File: src/include/cc_params.svh
// Widths, depths and fixed addresses of the core data path
// Shared by the package and the RTL

`ifndef CC_PARAMS_SVH
`define CC_PARAMS_SVH

// Bus widths
`define CC_ADDR_W 32
`define CC_DATA_W 32
`define CC_STRB_W 4

// User field, carries the collective mask
`define CC_USER_W 8

// TCDM window is 4 KiB
`define CC_TCDM_ADDR_W 12
`define CC_TCDM_ALIAS_START 32'h1000_0000

// Demux order queue depth
`define CC_RESP_DEPTH 4
// Outstanding TCDM requests, also the response buffer depth
`define CC_BUF_DEPTH 4

`endif

File: src/design/cc_data_pkg.sv
// Request and response payload types of the core data path
// Channel structs, TCDM structs and the port select enum

`include "cc_params.svh"

package cc_data_pkg;

  // --------------------
  // Payloads
  // --------------------
  typedef struct packed {
    logic [`CC_ADDR_W-1:0] addr;
    logic                  write;
    logic [`CC_DATA_W-1:0] data;
    logic [`CC_STRB_W-1:0] strb;
    logic [`CC_USER_W-1:0] user;
  } cc_dreq_t;

  typedef struct packed {
    logic [`CC_DATA_W-1:0] data;
    logic                  error;
  } cc_drsp_t;

  // --------------------
  // Channels
  // --------------------
  // Driven by the requester
  typedef struct packed {
    cc_dreq_t q;
    logic     q_valid;
    logic     p_ready;
  } cc_req_chan_t;

  // Driven by the responder
  typedef struct packed {
    cc_drsp_t p;
    logic     p_valid;
    logic     q_ready;
  } cc_rsp_chan_t;

  // TCDM side, fixed one-cycle response latency
  typedef struct packed {
    logic [`CC_TCDM_ADDR_W-1:0] addr;
    logic                       write;
    logic [`CC_DATA_W-1:0]      data;
    logic [`CC_STRB_W-1:0]      strb;
    logic                       q_valid;
  } cc_tcdm_req_t;

  typedef struct packed {
    logic                  q_ready;
    logic                  p_valid;
    logic [`CC_DATA_W-1:0] data;
  } cc_tcdm_rsp_t;

  typedef enum logic {
    SEL_SOC  = 1'b0,
    SEL_TCDM = 1'b1
  } cc_sel_e;

endpackage

File: src/design/cc_spill_reg.sv
// Two-entry valid/ready register cut
// Payload type set by parameter

`timescale 1ns/1ps

module cc_spill_reg #(
  parameter type T = logic
) (
  input  logic clk_i,
  input  logic rst_ni,
  // Input side
  input  logic valid_i,
  output logic ready_o,
  input  T     data_i,
  // Output side
  output logic valid_o,
  input  logic ready_i,
  output T     data_o
);

  // Slot A takes new data, slot B keeps what the sink refused
  logic a_full_q;
  logic b_full_q;
  T     a_data_q;
  T     b_data_q;

  logic a_fill;
  logic a_drain;
  logic b_fill;
  logic b_drain;

  // --------------------
  // Slot control
  // --------------------
  assign a_fill  = valid_i && ready_o;
  // A empties whenever B is free, either to the sink or into B
  assign a_drain = a_full_q && !b_full_q;
  assign b_fill  = a_drain && !ready_i;
  assign b_drain = b_full_q && ready_i;

  always_ff @(posedge clk_i or negedge rst_ni) begin
    if (!rst_ni) begin
      a_full_q <= 1'b0;
      b_full_q <= 1'b0;
    end else begin
      if (a_fill || a_drain) begin
        a_full_q <= a_fill;
      end
      if (b_fill || b_drain) begin
        b_full_q <= b_fill;
      end
    end
  end

  // Payload
  always_ff @(posedge clk_i) begin
    if (a_fill) begin
      a_data_q <= data_i;
    end
    if (b_fill) begin
      b_data_q <= a_data_q;
    end
  end

  // --------------------
  // Outputs
  // --------------------
  // B always holds the older entry
  assign valid_o = a_full_q || b_full_q;
  assign data_o  = b_full_q ? b_data_q : a_data_q;
  assign ready_o = !a_full_q || !b_full_q;

endmodule

File: src/design/cc_addr_route.sv
// Address decode for the data path
// TCDM base window, fixed alias window, collective reroute

`timescale 1ns/1ps
`include "cc_params.svh"

module cc_addr_route (
  input  cc_data_pkg::cc_dreq_t   req_i,
  input  logic [`CC_ADDR_W-1:0]   tcdm_addr_base_i,
  output cc_data_pkg::cc_sel_e    sel_o
);

  import cc_data_pkg::*;

  // NAPOT mask, keeps the bits above the window offset
  localparam logic [`CC_ADDR_W-1:0] win_mask = {`CC_ADDR_W{1'b1}} << `CC_TCDM_ADDR_W;
  localparam logic [`CC_ADDR_W-1:0] alias_base = `CC_TCDM_ALIAS_START;

  logic [`CC_ADDR_W-1:0] addr_tag;
  logic                  hit_base;
  logic                  hit_alias;
  logic                  tcdm_hit;
  logic                  is_collective;

  // --------------------
  // Window match
  // --------------------
  assign addr_tag  = req_i.addr & win_mask;
  assign hit_base  = (addr_tag == (tcdm_addr_base_i & win_mask));
  // Alias is always enabled
  assign hit_alias = (addr_tag == (alias_base & win_mask));
  assign tcdm_hit  = hit_base || hit_alias;

  // --------------------
  // Collective reroute
  // --------------------
  // Nonzero collective mask in the user field
  assign is_collective = (req_i.user != '0);

  // Collectives are resolved in the SoC interconnect, which loops them
  // back to the TCDM from outside the cluster
  always_comb begin
    if (tcdm_hit && !is_collective) begin
      sel_o = SEL_TCDM;
    end else begin
      sel_o = SEL_SOC;
    end
  end

endmodule

File: src/design/cc_reqrsp_demux.sv
// Request demux between the SoC and TCDM ports
// In-order response return through a select queue

`timescale 1ns/1ps
`include "cc_params.svh"

module cc_reqrsp_demux (
  input  logic                      clk_i,
  input  logic                      rst_ni,
  input  cc_data_pkg::cc_sel_e      sel_i,
  // Upstream
  input  cc_data_pkg::cc_req_chan_t req_i,
  output cc_data_pkg::cc_rsp_chan_t rsp_o,
  // SoC port
  output cc_data_pkg::cc_req_chan_t soc_req_o,
  input  cc_data_pkg::cc_rsp_chan_t soc_rsp_i,
  // TCDM port
  output cc_data_pkg::cc_req_chan_t tcdm_req_o,
  input  cc_data_pkg::cc_rsp_chan_t tcdm_rsp_i
);

  import cc_data_pkg::*;

  // Depth is a power of two, pointers wrap naturally
  localparam int unsigned depth = `CC_RESP_DEPTH;
  localparam int unsigned ptr_w = $clog2(depth);
  localparam logic [ptr_w:0] full_count = depth[ptr_w:0];

  // Port of each request still waiting for its response
  cc_sel_e          order_q [depth];
  logic [ptr_w-1:0] wr_ptr_q;
  logic [ptr_w-1:0] rd_ptr_q;
  logic [ptr_w:0]   count_q;

  logic    queue_full;
  logic    queue_empty;
  cc_sel_e head_sel;
  logic    sel_ready;
  logic    push;
  logic    pop;

  assign queue_full  = (count_q == full_count);
  assign queue_empty = (count_q == '0);
  assign head_sel    = order_q[rd_ptr_q];

  // --------------------
  // Request path
  // --------------------
  assign sel_ready = (sel_i == SEL_TCDM) ? tcdm_rsp_i.q_ready : soc_rsp_i.q_ready;

  always_comb begin
    soc_req_o.q        = req_i.q;
    soc_req_o.q_valid  = req_i.q_valid && !queue_full && (sel_i == SEL_SOC);
    soc_req_o.p_ready  = req_i.p_ready && !queue_empty && (head_sel == SEL_SOC);
    tcdm_req_o.q       = req_i.q;
    tcdm_req_o.q_valid = req_i.q_valid && !queue_full && (sel_i == SEL_TCDM);
    tcdm_req_o.p_ready = req_i.p_ready && !queue_empty && (head_sel == SEL_TCDM);
  end

  // --------------------
  // Response path
  // --------------------
  // Only the port at the queue head may answer
  always_comb begin
    rsp_o.q_ready = sel_ready && !queue_full;
    if (head_sel == SEL_TCDM) begin
      rsp_o.p       = tcdm_rsp_i.p;
      rsp_o.p_valid = tcdm_rsp_i.p_valid && !queue_empty;
    end else begin
      rsp_o.p       = soc_rsp_i.p;
      rsp_o.p_valid = soc_rsp_i.p_valid && !queue_empty;
    end
  end

  assign push = req_i.q_valid && rsp_o.q_ready;
  assign pop  = rsp_o.p_valid && req_i.p_ready;

  // --------------------
  // Order queue
  // --------------------
  always_ff @(posedge clk_i or negedge rst_ni) begin
    if (!rst_ni) begin
      wr_ptr_q <= '0;
      rd_ptr_q <= '0;
      count_q  <= '0;
    end else begin
      if (push) begin
        wr_ptr_q <= wr_ptr_q + 1'b1;
      end
      if (pop) begin
        rd_ptr_q <= rd_ptr_q + 1'b1;
      end
      if (push && !pop) begin
        count_q <= count_q + 1'b1;
      end else if (pop && !push) begin
        count_q <= count_q - 1'b1;
      end
    end
  end

  always_ff @(posedge clk_i) begin
    if (push) begin
      order_q[wr_ptr_q] <= sel_i;
    end
  end

endmodule

File: src/design/cc_tcdm_adapter.sv
// Request/response channel to TCDM protocol conversion
// Credit-limited issue and fall-through response buffer

`timescale 1ns/1ps
`include "cc_params.svh"

module cc_tcdm_adapter (
  input  logic                      clk_i,
  input  logic                      rst_ni,
  input  cc_data_pkg::cc_req_chan_t req_i,
  output cc_data_pkg::cc_rsp_chan_t rsp_o,
  output cc_data_pkg::cc_tcdm_req_t tcdm_req_o,
  input  cc_data_pkg::cc_tcdm_rsp_t tcdm_rsp_i
);

  import cc_data_pkg::*;

  // Power of two depth, pointers wrap naturally
  localparam int unsigned depth = `CC_BUF_DEPTH;
  localparam int unsigned ptr_w = $clog2(depth);
  localparam logic [ptr_w:0] full_count = depth[ptr_w:0];

  // In-flight plus buffered responses
  logic [ptr_w:0] credit_q;
  logic           can_issue;
  logic           issue;

  logic [`CC_DATA_W-1:0] buf_q [depth];
  logic [ptr_w-1:0]      wr_ptr_q;
  logic [ptr_w-1:0]      rd_ptr_q;
  logic [ptr_w:0]        buf_cnt_q;
  logic                  buf_empty;
  logic                  buf_push;
  logic                  buf_pop;
  logic                  rsp_pop;
  cc_drsp_t              rsp_head;

  // --------------------
  // Request issue
  // --------------------
  assign can_issue = (credit_q != full_count);
  assign issue     = tcdm_req_o.q_valid && tcdm_rsp_i.q_ready;

  always_comb begin
    tcdm_req_o.addr    = req_i.q.addr[`CC_TCDM_ADDR_W-1:0];
    tcdm_req_o.write   = req_i.q.write;
    tcdm_req_o.data    = req_i.q.data;
    tcdm_req_o.strb    = req_i.q.strb;
    tcdm_req_o.q_valid = req_i.q_valid && can_issue;
  end

  // --------------------
  // Response buffer
  // --------------------
  assign buf_empty = (buf_cnt_q == '0);
  // Bypass the buffer when empty and the consumer takes it right away
  assign buf_push  = tcdm_rsp_i.p_valid && !(buf_empty && req_i.p_ready);
  assign buf_pop   = !buf_empty && req_i.p_ready;

  always_comb begin
    rsp_head.data  = buf_empty ? tcdm_rsp_i.data : buf_q[rd_ptr_q];
    rsp_head.error = 1'b0;
  end

  always_comb begin
    rsp_o.p       = rsp_head;
    rsp_o.p_valid = !buf_empty || tcdm_rsp_i.p_valid;
    rsp_o.q_ready = tcdm_rsp_i.q_ready && can_issue;
  end

  assign rsp_pop = rsp_o.p_valid && req_i.p_ready;

  always_ff @(posedge clk_i or negedge rst_ni) begin
    if (!rst_ni) begin
      credit_q  <= '0;
      wr_ptr_q  <= '0;
      rd_ptr_q  <= '0;
      buf_cnt_q <= '0;
    end else begin
      if (issue && !rsp_pop) begin
        credit_q <= credit_q + 1'b1;
      end else if (rsp_pop && !issue) begin
        credit_q <= credit_q - 1'b1;
      end
      if (buf_push) begin
        wr_ptr_q <= wr_ptr_q + 1'b1;
      end
      if (buf_pop) begin
        rd_ptr_q <= rd_ptr_q + 1'b1;
      end
      if (buf_push && !buf_pop) begin
        buf_cnt_q <= buf_cnt_q + 1'b1;
      end else if (buf_pop && !buf_push) begin
        buf_cnt_q <= buf_cnt_q - 1'b1;
      end
    end
  end

  always_ff @(posedge clk_i) begin
    if (buf_push) begin
      buf_q[wr_ptr_q] <= tcdm_rsp_i.data;
    end
  end

endmodule

File: src/design/cc_data_path.sv
// Core data path top level
// Request cut, address route, port demux, TCDM adapter, response cut

`timescale 1ns/1ps
`include "cc_params.svh"

module cc_data_path (
  input  logic                      clk_i,
  input  logic                      rst_ni,
  // Core side
  input  cc_data_pkg::cc_req_chan_t core_req_i,
  output cc_data_pkg::cc_rsp_chan_t core_rsp_o,
  // SoC port
  output cc_data_pkg::cc_req_chan_t data_req_o,
  input  cc_data_pkg::cc_rsp_chan_t data_rsp_i,
  // TCDM port
  output cc_data_pkg::cc_tcdm_req_t tcdm_req_o,
  input  cc_data_pkg::cc_tcdm_rsp_t tcdm_rsp_i,
  input  logic [`CC_ADDR_W-1:0]     tcdm_addr_base_i
);

  import cc_data_pkg::*;

  // Request cut output
  cc_dreq_t     cut_req;
  logic         cut_req_valid;
  logic         req_cut_ready;
  cc_sel_e      sel;
  // Demux upstream and TCDM branch
  cc_req_chan_t demux_req;
  cc_rsp_chan_t demux_rsp;
  cc_req_chan_t tcdm_chan_req;
  cc_rsp_chan_t tcdm_chan_rsp;
  // Response cut output
  logic         rsp_cut_ready;
  logic         rsp_cut_valid;
  cc_drsp_t     rsp_cut_data;

  // --------------------
  // Request path
  // --------------------
  cc_spill_reg #(
    .T (cc_dreq_t)
  ) i_req_cut (
    .clk_i   (clk_i),
    .rst_ni  (rst_ni),
    .valid_i (core_req_i.q_valid),
    .ready_o (req_cut_ready),
    .data_i  (core_req_i.q),
    .valid_o (cut_req_valid),
    .ready_i (demux_rsp.q_ready),
    .data_o  (cut_req)
  );

  cc_addr_route i_addr_route (
    .req_i            (cut_req),
    .tcdm_addr_base_i (tcdm_addr_base_i),
    .sel_o            (sel)
  );

  assign demux_req = '{q: cut_req, q_valid: cut_req_valid, p_ready: rsp_cut_ready};

  cc_reqrsp_demux i_demux (
    .clk_i      (clk_i),
    .rst_ni     (rst_ni),
    .sel_i      (sel),
    .req_i      (demux_req),
    .rsp_o      (demux_rsp),
    .soc_req_o  (data_req_o),
    .soc_rsp_i  (data_rsp_i),
    .tcdm_req_o (tcdm_chan_req),
    .tcdm_rsp_i (tcdm_chan_rsp)
  );

  cc_tcdm_adapter i_tcdm_adapter (
    .clk_i      (clk_i),
    .rst_ni     (rst_ni),
    .req_i      (tcdm_chan_req),
    .rsp_o      (tcdm_chan_rsp),
    .tcdm_req_o (tcdm_req_o),
    .tcdm_rsp_i (tcdm_rsp_i)
  );

  // --------------------
  // Response path
  // --------------------
  cc_spill_reg #(
    .T (cc_drsp_t)
  ) i_rsp_cut (
    .clk_i   (clk_i),
    .rst_ni  (rst_ni),
    .valid_i (demux_rsp.p_valid),
    .ready_o (rsp_cut_ready),
    .data_i  (demux_rsp.p),
    .valid_o (rsp_cut_valid),
    .ready_i (core_req_i.p_ready),
    .data_o  (rsp_cut_data)
  );

  assign core_rsp_o = '{p: rsp_cut_data, p_valid: rsp_cut_valid, q_ready: req_cut_ready};

endmodule

File: config.mk
export PLATFORM = sky130hd
export DESIGN_NAME = cc_data_path
export DESIGN_NICKNAME = d
export VERILOG_FILES = /design/src/design/cc_data_pkg.sv /design/src/design/cc_spill_reg.sv /design/src/design/cc_addr_route.sv /design/src/design/cc_reqrsp_demux.sv /design/src/design/cc_tcdm_adapter.sv /design/src/design/cc_data_path.sv
export VERILOG_INCLUDE_DIRS = /design/src /design/src/include
export SDC_FILE = /design/constraint.sdc
export NUM_CORES = 1
export LEC_CHECK = 0
export BUFFER_PORTS_ARGS = -buffer_cell sky130_fd_sc_hd__buf_2
export CAP_MARGIN = 20
export CORE_UTILIZATION = 30
export DETAILED_ROUTE_END_ITERATION = 7
export PLACE_DENSITY_LB_ADDON = 0.3
export SLEW_MARGIN = 25
export SYNTH_ARGS = -nofsm -noshare
export SYNTH_HDL_FRONTEND = slang
export SYNTH_SLANG_ARGS = --single-unit
File: constraint.sdc
create_clock -name clk_i -period 7.1 [get_ports clk_i]
set_input_delay 1.42 -clock clk_i [delete_from_list [all_inputs] [get_ports clk_i]]
set_output_delay 1.42 -clock clk_i [all_outputs]
set_load 0.02 [all_outputs]
**Word level (Yosys, flattened, before mapping)**

Memory sizes are Yosys's and may differ from the RTL's.
Index checks and enable logic that the tools add are counted.

- Bits in registers: 241
- Memories: 2
- Bits in writable memories: 132

Memory list:

| memory | depth | bits a word | read ports | clocked after memory_dff | write ports | line | text |
|---|---|---|---|---|---|---|---|
| i_tcdm_adapter.buf_q | 4 | 32 | 1 | 0 | 1 | cc_tcdm_adapter.sv:28 | `` logic [`CC_DATA_W-1:0] buf_q [depth]; `` |
| i_demux.order_q | 4 | 1 | 1 | 0 | 1 | cc_reqrsp_demux.sv:30 | `cc_sel_e order_q [depth];` |

- Muxes and demuxes: 16
- Reductions and logical operators: 65
- Bitwise operators: 2
- Eq/ne operators: 4
- Add/subtract/negate cells: 10

Operators by type and width:

| cell | count |
|---|---|
| 77-bit two-way mux | 1 |
| 34-bit two-way mux | 1 |
| 33-bit two-way mux | 1 |
| 1-bit logical AND | 32 |
| 32-bit two-way mux | 1 |
| 20-bit by 17-bit equality test with 1-bit output, second input constant | 1 |
| 20-bit equality test | 1 |
| 3-bit two-way mux | 6 |
| 1-bit logical NOT | 17 |
| 1-bit logical OR | 10 |
| 3-bit by 1-bit adder with 3-bit output, second input constant | 3 |
| 3-bit by 1-bit subtractor with 3-bit output, second input constant | 3 |
| 2-bit by 1-bit adder with 2-bit output, second input constant | 4 |
| 8-bit nonzero test | 1 |
| 3-bit logical NOT | 2 |
| 1-bit two-way mux | 6 |
| 2-bit nonzero test | 3 |
| 3-bit equality test, second input constant | 1 |
| 3-bit inequality test, second input constant | 1 |
| 1-bit NOT | 2 |

**Logic depth before layout (Yosys ltp)**

Gate-level depths: netlist of run 1.

- Depth after elaboration: 12
- Mapped depth: 14

**By module**

A second synthesis of run 1 with hierarchy kept.

- Cell total of the unflattened synthesis: 1012
- Area, all modules: 16942.5 um^2

By module, submodules not included:

| module | instances | area an instance (um^2) | seq. area each (um^2) | cells each |
|---|---|---|---|---|
| cc_tcdm_adapter | 1 | 6043.3 | 4093.9 | 373 |
| cc_spill_reg (i_req_cut) | 1 | 5919.4 | 4674.5 | 248 |
| cc_spill_reg (i_rsp_cut) | 1 | 2498.6 | 2031.9 | 111 |
| cc_reqrsp_demux | 1 | 2169.6 | 295.3 | 240 |
| cc_addr_route | 1 | 296.5 | 0.0 | 38 |
| cc_data_path | 1 | 15.0 | 0.0 | 2 |

**Worst setup path after synthesis of run 1**

Ideal clock, no wire load.

- Path kind: input port to flip-flop
- Start point: in tcdm_addr_base_i[14]
- End point: reg i_req_cut.b_data_q[0] (netlist name) (enable)
- Arrival time: 6.360 ns
- Buffers on the path: 0
- Slack: 0.203 ns
- Stages on the path: 6
- Cell sequence: xor2_1 nor4_1 nand3_1 o21ai_4 mux2_2 a21oi_1

- Word-level cells in the longest chain between the ends: 8

RTL lines:

| element | line | text |
|---|---|---|
| start, declared | cc_data_path.sv:19 | `` input logic [`CC_ADDR_W-1:0] tcdm_addr_base_i `` |
| 20-bit equality test | cc_addr_route.sv:29 | `assign hit_base = (addr_tag == (tcdm_addr_base_i & win_mask));` |
| 1-bit logical OR | cc_addr_route.sv:32 | `assign tcdm_hit = hit_base \|\| hit_alias;` |
| 1-bit logical AND | cc_addr_route.sv:43 | `if (tcdm_hit && !is_collective) begin` |
| 1-bit two-way mux | cc_addr_route.sv:43 |  |
| named net i_addr_route.sel_o | cc_addr_route.sv:10 | `output cc_data_pkg::cc_sel_e sel_o` |
| 1-bit two-way mux | cc_reqrsp_demux.sv:49 | `assign sel_ready = (sel_i == SEL_TCDM) ? tcdm_rsp_i.q_ready : soc_rsp_i.q_ready;` |
| 1-bit logical AND | cc_reqrsp_demux.sv:65 | `rsp_o.q_ready = sel_ready && !queue_full;` |
| 1-bit logical NOT | cc_spill_reg.sv:38 | `assign b_fill = a_drain && !ready_i;` |
| 1-bit logical AND | cc_spill_reg.sv:38 |  |
| named net i_req_cut.b_fill | cc_spill_reg.sv:29 | `logic b_fill;` |
| end signal, assigned | cc_spill_reg.sv:61 | `b_data_q <= a_data_q;` |
| end, declared | cc_spill_reg.sv:25 | `T b_data_q;` |

The timed path passes the listed nets, and every way through them passes these cells.
A chain may end at the register's enable or synchronous reset.

==> summary.txt, run 1 <==
STATUS
--------------------------------------------------------------------------------------
Result of the run                                                         complete, no violations

TIMING
--------------------------------------------------------------------------------------
Layout Skew                                                                    23.2 ps
Final number of max-transition violations                                            0
Slew margin rel.                                                                 33.9%
Slew at the pin closest to its max-slew limit                                   991 ps
Final Hold Vio Count                                                                 0
Fin crit period                                                                5590 ps
Setup Total Neg Slack                                                             0 ps
PnR worst setup slack                                                          1510 ps
Number of setup violations in the final report                                       0
RSZ-0062 raised after global routing                                                no
Post-route fraction of the period consumed by the critical path                  78.7%
Highest clock rate                                                             179 MHz

POWER AND IR DROP
--------------------------------------------------------------------------------------
Switching power                                                                2.55 mW
Seq pwr share                                                                    42.6%
Clock network power share                                                        27.2%
IR Drop Worst-Case VDD                                                      0.000218 V
Leakage                                                                        6.92 nW
Sum of internal, switching and leakage power                                   7.76 mW
Combinational group share of total power                                         30.2%
Cell-internal power                                                            5.21 mW
Power density of the placed cells                                          413 mW/mm^2
Fraction of power spent switching nets                                           32.9%

DIE
--------------------------------------------------------------------------------------
Number of rows in the core area                                                     82
Starting density of the core                                                     30.4%
Core Area                                                                 0.0503 sq mm
Top-level I/O count                                                                346
Floorplan die area                                                        0.0519 sq mm
Die Y-Extent                                                                    228 um
Die width                                                                       228 um

GLOBAL ROUTING
--------------------------------------------------------------------------------------
Overflow after GRT                                                                   0
Number of antenna violations at the first check in global routing                    5
Largest net degree at the start of global routing                                   78
Via count of the first global-routing pass                                        8791
Global-route wire length before repair                                         52.7 mm
Global router's overall resource usage                                           13.3%

ROUTE
--------------------------------------------------------------------------------------
Vias post-DR                                                                      8397
Routed length per instance                                                     18.5 um
Number of vias per cell after detailed routing                                    4.45
Final wirelength                                                               34.9 mm
Router iterations before antenna repair                                              4
Drc violations                                                                       0
DRT iter0 DRCs                                                                     328
Count of nets left with antenna violations after detail routing                      0

WORST SETUP PATH
--------------------------------------------------------------------------------------
CP cell instances                                                         buf_4 > mux2_4 > xor2_1 > nor4_1 > nand3_1 > o21ai_4 > and3_1 > buf_2
Type of the worst setup path                                              register to primary output
Cell with the largest stage delay on the worst path                            dfrtp_4
Critical path capture point type                                          primary output
Crit path max fanout                                                                52
Largest stage delay, worst path                                                 920 ps
WP data arrival                                                                4170 ps
Launching element type of the critical path                                   register
Required @ worst endpoint                                                      5680 ps

CLOCK NETWORK
--------------------------------------------------------------------------------------
Cts repair resizes                                                                   0
Clock H-tree levels                                                                  2
Number of buffers created by CTS                                                    43
Clock root buffer                                                            clkbuf_16
Maximum clock path buffer count                                                      3
Count of buffers added by post-CTS timing repair for setup                           0
TritonCTS clock tree                                                              done
Post-CTS Hold Buffers                                                                0
Count of clock tree sinks                                                          373
Worst-Skew Late Latency                                                         560 ps
Clock slew at reported path FFs                                                  60 ps

YOSYS
--------------------------------------------------------------------------------------
Number of flip-flops and latches in the synthesized netlist                        373
Warnings from Yosys                                                                  0
Cell area after synthesis                                                 0.0153 sq mm
Number of distinct standard cells referenced by the synthesized netlist             42
Sequential-to-total area share from yosys stat                                   72.5%
Count of flip-flops with a built-in enable after synthesis                         352
Synthesized area divided by synthesized cell count                          17.4 sq um
Most used DFF post-synth                                                      edfxtp_1
Share of synthesized flip-flops with an asynchronous set or reset                5.63%
Synth Net Count                                                                   1073
Synthesized instance count                                                         877

CELLS AND AREA
--------------------------------------------------------------------------------------
Share of layout cells above drive strength 1                                     46.3%
Final net count                                                                   1374
Util after Layout                                                                37.3%
Cell area after layout                                                    0.0188 sq mm
Top library cells by usage in the layout, fill and taps aside             edfxtp_1, buf_2, mux2_2
Synthesis-to-layout area growth                                                  22.7%
Commonest non-fill, non-tap cell in the layout                                edfxtp_1

PLACEMENT
--------------------------------------------------------------------------------------
HPWL reported at the end of detailed placement                                 22.4 mm
Area after detailed placement                                             0.0174 sq mm
Placer congestion estimate                                                       0.799
Number of I/O port buffers                                                         333
Placement Setup Slack                                                          2000 ps

JOB
--------------------------------------------------------------------------------------
Max cap viols                                                                        0

MIN PATH
--------------------------------------------------------------------------------------
Type of the tightest min-delay check                                      register to register

-- stage by stage --
| step | cells | hold slack (ps) |
|---|---|---|
| after floorplan | 877 | 419 |
| after global placement | 1803 | 425 |
| after detailed placement | 1804 | 431 |
| after CTS | 1883 | 435 |
| after global routing | 1884 | 444 |
| final | 1885 | 436 |
-- power groups by stage --
stage | clock network (mW) | registers [mW] | logic (mW)
CTS | 2.19 | 3.32 | 2.40
global route | 2.27 | 3.37 | 2.55
global placement | 0 | 3.34 | 2.37
detailed placement | 0 | 3.37 | 2.39
floorplan | 0 | 3.24 | 1.81
finish | 2.11 | 3.31 | 2.34
-- state kept, by name, indices dropped and copies added, names as in the netlist --
register / cells
i_req_cut.a_data_q: 77
i_tcdm_adapter.rd_ptr_q: 2
i_req_cut.b_full_q: 1
i_demux.order_q: 4
i_rsp_cut.a_data_q: 33
i_demux.count_q: 3
i_demux.rd_ptr_q: 2
i_demux.wr_ptr_q: 2
i_req_cut.a_full_q: 1
i_tcdm_adapter.buf_cnt_q: 3
i_rsp_cut.a_full_q: 1
i_rsp_cut.b_full_q: 1
i_tcdm_adapter.buf_q: 128
i_tcdm_adapter.credit_q: 3
i_tcdm_adapter.wr_ptr_q: 2
i_req_cut.b_data_q: 77
i_rsp_cut.b_data_q: 33
-- final timing paths --
path	startpoint	to	slack [ps]	depth (start not counted)
setup / recovery	i_req_cut.b_full_q	tcdm_req_o[0]	1510	8
hold / removal	i_req_cut.a_data_q[49]	i_req_cut.b_data_q[49]	440	0
setup reg to reg	i_req_cut.b_full_q	i_req_cut.b_data_q[51]	2200	9
hold reg to reg	i_req_cut.a_data_q[49]	i_req_cut.b_data_q[49]	440	0
max in group asynchronous	rst_ni	i_req_cut.b_full_q	5860	1
min in group asynchronous	rst_ni	i_tcdm_adapter.credit_q[2]	840	1
-- area by class of cell --
cell class,instances,area (sq um)
Timing Repair Buffer,343,1780
Sequential cell,373,11100
Antenna cell,1,2.50
Tap cell,672,841
Inverter,9,33.8
Multi-Input combinational cell,408,3670
Clock inverter,23,170
Clock buffer,56,1170
Fill cell,4759,31500
-- Yosys cell counts, types with 12 or more instances --
cell | instances | area share (%)
mux4_2 | 33 | 4.9
nor2_1 | 46 | 1.1
clkbuf_1 | 23 | 0.56
buf_4 | 51 | 2.5
edfxtp_1 | 352 | 69
nand2_1 | 76 | 1.9
a31oi_1 | 32 | 1.3
xor2_1 | 27 | 1.5
nor4_1 | 12 | 0.49
dfrtp_1 | 21 | 3.4
mux2_2 | 99 | 7.3
-- layer usage --
metal	up-vias	track usage (%)	wire, um
li1	3899	-	-
met5	-	0	60
met1	4119	16.3	14600
met2	311	22.4	16900
met3	58	4.10	2670
met4	10	4.29	705
-- kinds of logic after synthesis --
logic type | synth area share [%]
muxes | 13.7
and+or+nand+nor | 4.84
AOI/OAI and AO/OA | 1.87
DFF | 72.5
xor gates and xnor gates | 2.00
buffers and inverters | 3.76
adders and majority gates | 1.29
-- critical path, delay by kind of cell, from the launching register on --
family                    cells  cell delay [ps]
and+or+nand+nor               3             1060
buffers and inverters         2              710
DFF                           1              920
AOI/OAI and AO/OA             1              340
muxes                         1              370
xor gates and xnor gates      1              150
(Power assumes the default switching activity.)
==> inputs of run 2 (changes only) <==
Clock period 7.1 ns to 5.8 ns, I/O delays scaled along.
==> run 2 against run 1 <==
Effect of this change: design area grew 0.16%; first-iteration DRC count is 24% higher; routed wire length is 2.0% lower; via count shrank 0.35%; clock skew fell by 7.4 ps.
==> summary.txt, run 2 (synthesis results as in run 1) <==
STATUS
--------------------------------------------------------------------------------
Result of the run                                                   complete, no violations

DIE
--------------------------------------------------------------------------------
Die Y-Extent                                                              228 um   unchanged
Core Area                                                           0.0503 sq mm   unchanged
Die width                                                                 228 um   unchanged
Number of rows in the core area                                               82   unchanged
Floorplan die area                                                  0.0519 sq mm   unchanged
Top-level I/O count                                                          346   unchanged
Starting density of the core                                               30.4%   unchanged

GLOBAL ROUTING
--------------------------------------------------------------------------------
Overflow after GRT                                                             0   unchanged
Global-route wire length before repair                                   51.6 mm   -2.0%
Global-route track usage on met1                                           16.0%   -0.29 points
GR peak layer                                                               met2
Largest net degree at the start of global routing                             78   unchanged
Global routing met2 resource utilization                                   22.1%   -0.23 points
GR met3 Demand/Resource                                                    3.09%   -1.0 points
Number of antenna violations at the first check in global routing              1   -4
Global router's overall resource usage                                     13.0%   -0.33 points
Via count of the first global-routing pass                                  8561   -2.6%

TIMING
--------------------------------------------------------------------------------
Highest clock rate                                                       229 MHz
Slew margin rel.                                                           39.7%   +5.7 points
Setup Total Neg Slack                                                       0 ps   unchanged
Slew at the pin closest to its max-slew limit                             905 ps   -86.2 ps
Number of setup violations in the final report                                 0   unchanged
RSZ-0062 raised after global routing                                          no
Final Hold Vio Count                                                           0   unchanged
Layout Skew                                                              15.8 ps   -7.41 ps
Final number of max-transition violations                                      0   unchanged
Fin crit period                                                          4360 ps
Post-route fraction of the period consumed by the critical path            75.1%
PnR worst setup slack                                                    1440 ps   -67.8 ps

CELLS AND AREA
--------------------------------------------------------------------------------
Synthesis-to-layout area growth                                            22.9%
Register with the most flip-flops                                   i_tcdm_adapter.buf_q
Largest registers                                                   i_tcdm_adapter.buf_q: 128 flops, i_req_cut.a_data_q: 77 flops, i_req_cut.b_data_q: 77 flops
Share of layout cells above drive strength 1                               46.0%   -0.29 points
Cell area after layout                                              0.0188 sq mm   +0.16%
Max reg flops                                                                128   unchanged
Util after Layout                                                          37.4%   +0.060 points
Top library cells by usage in the layout, fill and taps aside       edfxtp_1, buf_2, mux2_2
Commonest non-fill, non-tap cell in the layout                          edfxtp_1
Final net count                                                             1376   +0.15%

PLACEMENT
--------------------------------------------------------------------------------
Number of I/O port buffers                                                   333   unchanged
Area after detailed placement                                       0.0175 sq mm   +0.32%
Placement Setup Slack                                                    1790 ps   -209 ps
HPWL reported at the end of detailed placement                           23.0 mm   +2.8%
Placer congestion estimate                                                 0.784   -1.9%

POWER AND IR DROP
--------------------------------------------------------------------------------
Combinational group share of total power                                   29.8%   -0.4 points
Seq pwr share                                                              42.8%   +0.2 points
Switching power                                                          3.11 mW   +22%
Cell-internal power                                                      6.40 mW   +23%
IR Drop Worst-Case VDD                                                0.000248 V   +14%
Leakage                                                                  6.92 nW   about the same
Fraction of power spent switching nets                                     32.7%   -0.17 points
Sum of internal, switching and leakage power                             9.50 mW   +23%
Clock network power share                                                  27.3%   about the same
Power density of the placed cells                                    506 mW/mm^2   +22%

ROUTE
--------------------------------------------------------------------------------
Count of nets left with antenna violations after detail routing                0   unchanged
Number of vias per cell after detailed routing                              4.43   -0.45%
Vias post-DR                                                                8368   -0.35%
Final wirelength                                                         34.2 mm   -2.0%
Router iterations before antenna repair                                        6   +2
DRT iter0 DRCs                                                               407   +24%
Routed length per instance                                               18.1 um   -2.1%
Drc violations                                                                 0   unchanged

CLOCK NETWORK
--------------------------------------------------------------------------------
Count of clock tree sinks                                                    373   unchanged
Post-CTS Hold Buffers                                                          0   unchanged
Clock slew at reported path FFs                                            60 ps   about the same
TritonCTS clock tree                                                        done
Clock H-tree levels                                                            2   unchanged
Maximum clock path buffer count                                                3   unchanged
Count of buffers added by post-CTS timing repair for setup                     0   unchanged
Cts repair resizes                                                             0   unchanged
Clock root buffer                                                      clkbuf_16
Worst-Skew Late Latency                                                   560 ps   about the same
Number of buffers created by CTS                                              41   -4.7%

MIN PATH
--------------------------------------------------------------------------------
Type of the tightest min-delay check                                register to register

WORST SETUP PATH
--------------------------------------------------------------------------------
Required @ worst endpoint                                                4640 ps   -1040 ps
Launching element type of the critical path                             register
Type of the worst setup path                                        register to primary output
WP data arrival                                                          3200 ps   -970 ps
Critical path capture point type                                    primary output
Crit path max fanout                                                          34   -35%

JOB
--------------------------------------------------------------------------------
Max cap viols                                                                  0   unchanged

==> run 2: changes by cell type in the layout (fill, tap and decap cells not counted), moves of 2 or more <==
cell        change
clkinvlp_4      +3
and2_2          -4
and2_1          +4
bufinv_16       +2
clkinv_1        -6
clkinv_2        -5
clkbuf_1        +5
buf_4           +4
clkbuf_16       -3
==> run 2: final cells by class <==
type	instances	area, sq um
diodes	2	5.00
inverters	9	33.8
flip-flops and latches	373	11100
clock buffers	58	1110
well taps	672	841
clock inverters	18	221
repair buffers	347	1820
fillers	4771	31500
multi-input cells	408	3660
==> run 2: metrics by stage <==
step,instances,hold slack [ps]
after floorplan,877,419
after global placement,1807,423
after detailed placement,1809,431
after CTS,1885,433
after global routing,1886,439
final,1887,434
==> run 2: power by group through the flow <==
stage                     registers [mW]  logic (mW)  clock network, mW
after floorplan                     3.95        2.22                  0
after global placement              4.12        2.87                  0
after detailed placement            4.14        2.89                  0
after CTS                           4.09        2.90               2.69
after global routing                4.16        3.08               2.78
final                               4.07        2.84               2.60
==> run 2: layer usage <==
metal	wire length (um)	up-vias
met1	14300	4167
li1	-	3898
met2	17100	243
met3	1890	60
met5	0	-
met4	908	0
==> run 2: final timing paths <==
kind | startpoint | end | slack, ps | cells after the start
worst max-delay path | i_req_cut.b_full_q | tcdm_req_o[0] | 1440 | 7
worst max register to register | i_req_cut.b_full_q | i_demux.count_q[2] | 1920 | 12
worst min-delay path | i_rsp_cut.a_data_q[24] | i_rsp_cut.b_data_q[24] | 430 | 0
worst min register to register | i_rsp_cut.a_data_q[24] | i_rsp_cut.b_data_q[24] | 430 | 0
max in group asynchronous | rst_ni | i_req_cut.b_full_q | 4830 | 1
min in group asynchronous | rst_ni | i_tcdm_adapter.credit_q[2] | 570 | 1
==> run 2: critical path, cell delays in order (launching register included) <==
cell     delay [ps]
dfrtp_4         720
mux2_2          420
xor2_1          150
nor4_1          400
nand3_1         200
o21ai_4         340
and3_1          210
buf_2           180
==> inputs of run 3 (changes only) <==
Settings changed: ABC_AREA from default to 1.
Clock period 5.8 ns to 3.5 ns, I/O delays scaled along.
==> run 3 against run 2 <==
Effect of this change: clock skew grew 7.1 ps; register-to-register slack lost 1600 ps; critical path depth up 3; synthesized area grew 3.3%; clock power increased by 67%; first-iteration DRC count increased by 27%; global-route usage up 1.8 points; largest cell class unchanged; highest routed layer is now met5; non-clock buffer count rose by 15; sequential share of layout area shrank 2.3 points; combinational power up 120%.
==> summary.txt, run 3 <==
YOSYS
--------------------------------------------------------------------------------------
Share of synthesized flip-flops with an asynchronous set or reset                5.63%   unchanged
Cell area after synthesis                                                 0.0158 sq mm   +3.3%
Count of flip-flops with a built-in enable after synthesis                         352   unchanged
Top cells by area in the synthesized netlist                              edfxtp_1, nand2_1, dfrtp_1
Top-count cell post-synth                                                      nand2_1
Synthesized area divided by synthesized cell count                          11.2 sq um   -36%
Warnings from Yosys                                                                  0   unchanged
Yosys top cell by area                                                        edfxtp_1
Synth Net Count                                                                   1602   +49%
Most used DFF post-synth                                                      edfxtp_1
Most frequent cells after synthesis                                       nand2_1, edfxtp_1, nor2_1
Synthesized instance count                                                        1406   +60%
Number of flip-flops and latches in the synthesized netlist                        373   unchanged
Number of distinct standard cells referenced by the synthesized netlist             33   -21%
Proportion of netlist area held by the largest area contributor                  66.9%   -2.2 points
Sequential-to-total area share from yosys stat                                   70.2%   -2.3 points

GLOBAL ROUTING
--------------------------------------------------------------------------------------
Global-route wire length before repair                                         60.6 mm   +17%
Global router's overall resource usage                                           14.8%   +1.8 points
Overflow after GRT                                                                   0   unchanged
Number of antenna violations at the first check in global routing                    8   +7
Via count of the first global-routing pass                                       10600   +24%
Largest net degree at the start of global routing                                   68   -13%

ROUTE
--------------------------------------------------------------------------------------
DRT iter0 DRCs                                                                     516   +27%
Final wirelength                                                               41.0 mm   +20%
Count of nets left with antenna violations after detail routing                      0   unchanged
Drc violations                                                                       0   unchanged
Router iterations before antenna repair                                              5   -1
Vias post-DR                                                                     10800   +29%
Routed length per instance                                                     17.0 um   -6.3%
Number of vias per cell after detailed routing                                    4.48   +1.1%

MIN PATH
--------------------------------------------------------------------------------------
Type of the tightest min-delay check                                      input pin to async pin

CLOCK NETWORK
--------------------------------------------------------------------------------------
TritonCTS clock tree                                                              done
Clock H-tree levels                                                                  2   unchanged
Number of buffers created by CTS                                                    43   +4.9%
Worst-Skew Late Latency                                                         560 ps   about the same
Maximum clock path buffer count                                                      3   unchanged
Post-CTS Hold Buffers                                                                0   unchanged
Clock slew at reported path FFs                                                  60 ps   about the same
Count of clock tree sinks                                                          373   unchanged
Clock root buffer                                                            clkbuf_16

CELLS AND AREA
--------------------------------------------------------------------------------------
Util after Layout                                                                37.8%   +0.42 points
Largest registers                                                         i_tcdm_adapter.buf_q: 128 flops, i_req_cut.a_data_q: 77 flops, i_req_cut.b_data_q: 77 flops
Share of layout cells above drive strength 1                                     26.8%   -19 points
Register with the most flip-flops                                         i_tcdm_adapter.buf_q
Commonest non-fill, non-tap cell in the layout                                 nand2_1
Max reg flops                                                                      128   unchanged
Final net count                                                                   1899   +38%
Synthesis-to-layout area growth                                                  23.7%
Fill count                                                                        5098   +6.9%
Cell area after layout                                                    0.0196 sq mm   +4.0%
Top library cells by usage in the layout, fill and taps aside             nand2_1, edfxtp_1, buf_2

PLACEMENT
--------------------------------------------------------------------------------------
Placer congestion estimate                                                       0.758   -3.3%
HPWL reported at the end of detailed placement                                 26.5 mm   +15%
Area after detailed placement                                             0.0180 sq mm   +3.3%
Number of I/O port buffers                                                         333   unchanged

TIMING
--------------------------------------------------------------------------------------
Slew margin rel.                                                                 37.7%   -2.0 points
Slew at the pin closest to its max-slew limit                                   929 ps   +24.1 ps
Post-route fraction of the period consumed by the critical path                  94.6%
RSZ-0062 raised after global routing                                               yes
Number of setup violations in the final report                                       0   unchanged
Layout Skew                                                                    22.9 ps   +7.11 ps
Fin crit period                                                                3310 ps
Highest clock rate                                                             302 MHz
Final number of max-transition violations                                            0   unchanged
Final Hold Vio Count                                                                 0   unchanged
Setup Total Neg Slack                                                             0 ps   unchanged

DIE
--------------------------------------------------------------------------------------
Starting density of the core                                                     30.6%   +0.14 points
Floorplan die area                                                        0.0536 sq mm   +3.3%
Core Area                                                                 0.0517 sq mm   +2.9%
Die Y-Extent                                                                    232 um   +1.6%
Die width                                                                       232 um   +1.6%
Top-level I/O count                                                                346   unchanged
Number of rows in the core area                                                     83   +1.2%

STATUS
--------------------------------------------------------------------------------------
Result of the run                                                         complete, no violations

POWER AND IR DROP
--------------------------------------------------------------------------------------
IR Drop Worst-Case VDD                                                      0.000466 V   +88%
Sum of internal, switching and leakage power                                   17.1 mW   +80%
Power density of the placed cells                                          873 mW/mm^2   +73%
Leakage                                                                        8.20 nW   +18%

WORST SETUP PATH
--------------------------------------------------------------------------------------
Required @ worst endpoint                                                      2800 ps   -1840 ps
Flop-to-flop setup slack                                                        320 ps   -1600 ps
Reg2Reg Depth                                                                       16   +4
WP data arrival                                                                2610 ps   -590 ps
Endpoint of the worst setup timing path                                   tcdm_req_o[0]
Worst Setup SP                                                            i_req_cut.b_full_q
Worst R2R Start                                                           i_req_cut.b_full_q
Type of the worst setup path                                              register to primary output
Crit path max fanout                                                                19   -44%
Launching element type of the critical path                                   register
Capture point of the worst reg-to-reg path                                i_demux.count_q[1]
Critical path capture point type                                          primary output

JOB
--------------------------------------------------------------------------------------
Max cap viols                                                                        0   unchanged

run 3: layout make-up:
| class | instances | area (sq um) | area share (%) |
|---|---|---|---|
| clock inverters | 24 | 219 | 1.12 |
| multi-input cells | 833 | 3850 | 19.7 |
| repair buffers | 362 | 2050 | 10.5 |
| diodes | 3 | 7.51 | 0.0384 |
| well taps | 680 | 851 | 4.35 |
| clock buffers | 51 | 1130 | 5.77 |
| flip-flops and latches | 373 | 11100 | 56.8 |
| inverters | 90 | 345 | 1.77 |
run 3: worst min path at each step:
stage,from,to,slack [ps],depth (start not counted)
after floorplan,rst_ni,i_demux.count_q[0],400,0
after global placement,i_req_cut.a_data_q[7],i_req_cut.b_data_q[7],430,0
after detailed placement,i_req_cut.a_data_q[6],i_req_cut.b_data_q[6],430,0
after CTS,rst_ni,i_tcdm_adapter.wr_ptr_q[0],110,1
after global routing,rst_ni,i_demux.rd_ptr_q[1],140,1
final,rst_ni,i_tcdm_adapter.wr_ptr_q[0],110,1
run 3: what timing repair did:
item,4_1_cts,5_1_grt
setup buffers,0,1
endpoints found under the setup margin,2,2
resized for setup,2,25
pin swaps,0,1
gates cloned,0,3
run 3: layer usage:
layer	part of all wire [%]	track usage (%)
met5	0.11	0
met4	2.1	4.63
met3	7.7	4.43
met2	48	24.7
met1	42	18.2
run 3: critical path, stage by stage, from the launching register on:
cell	delay (ps)
dfrtp_4	510
inv_8	60
clkbuf_16	190
buf_4	180
or2_0	220
o21ai_2	80
nand4_1	180
nor4_4	210
nand2_2	120
nor3_2	120
buf_4	180
run 3: cells by family (layout without fill, tap and decap cells):
| family | count (synthesis) | after routing | synth area share [%] |
|---|---|---|---|
| mux | 3 | 3 | 0.214 |
| other cells | 0 | 3 | 0 |
| compound gates | 180 | 180 | 6.01 |
| fa+ha+maj | 14 | 14 | 1.25 |
| simple gates | 626 | 626 | 15.5 |
| xor+xnor | 10 | 10 | 0.554 |
| flops | 373 | 373 | 70.2 |
| buf+inv | 200 | 527 | 6.27 |
run 3: power by group:
part	leakage, nW	switching (mW)	total (mW)	internal, mW
registers	3.53	0.386	6.62	6.24
logic	4.02	4.26	6.12	1.86
clock network	0.648	1.80	4.33	2.52
run 3: metrics by stage:
step	hold slack [ps]	cells	setup WS, ps
global placement	427	2334	266
global route	139	2413	2.30
detailed placement	429	2334	217
finish	114	2416	191
floorplan	404	1406	26.5
CTS	106	2409	21.0
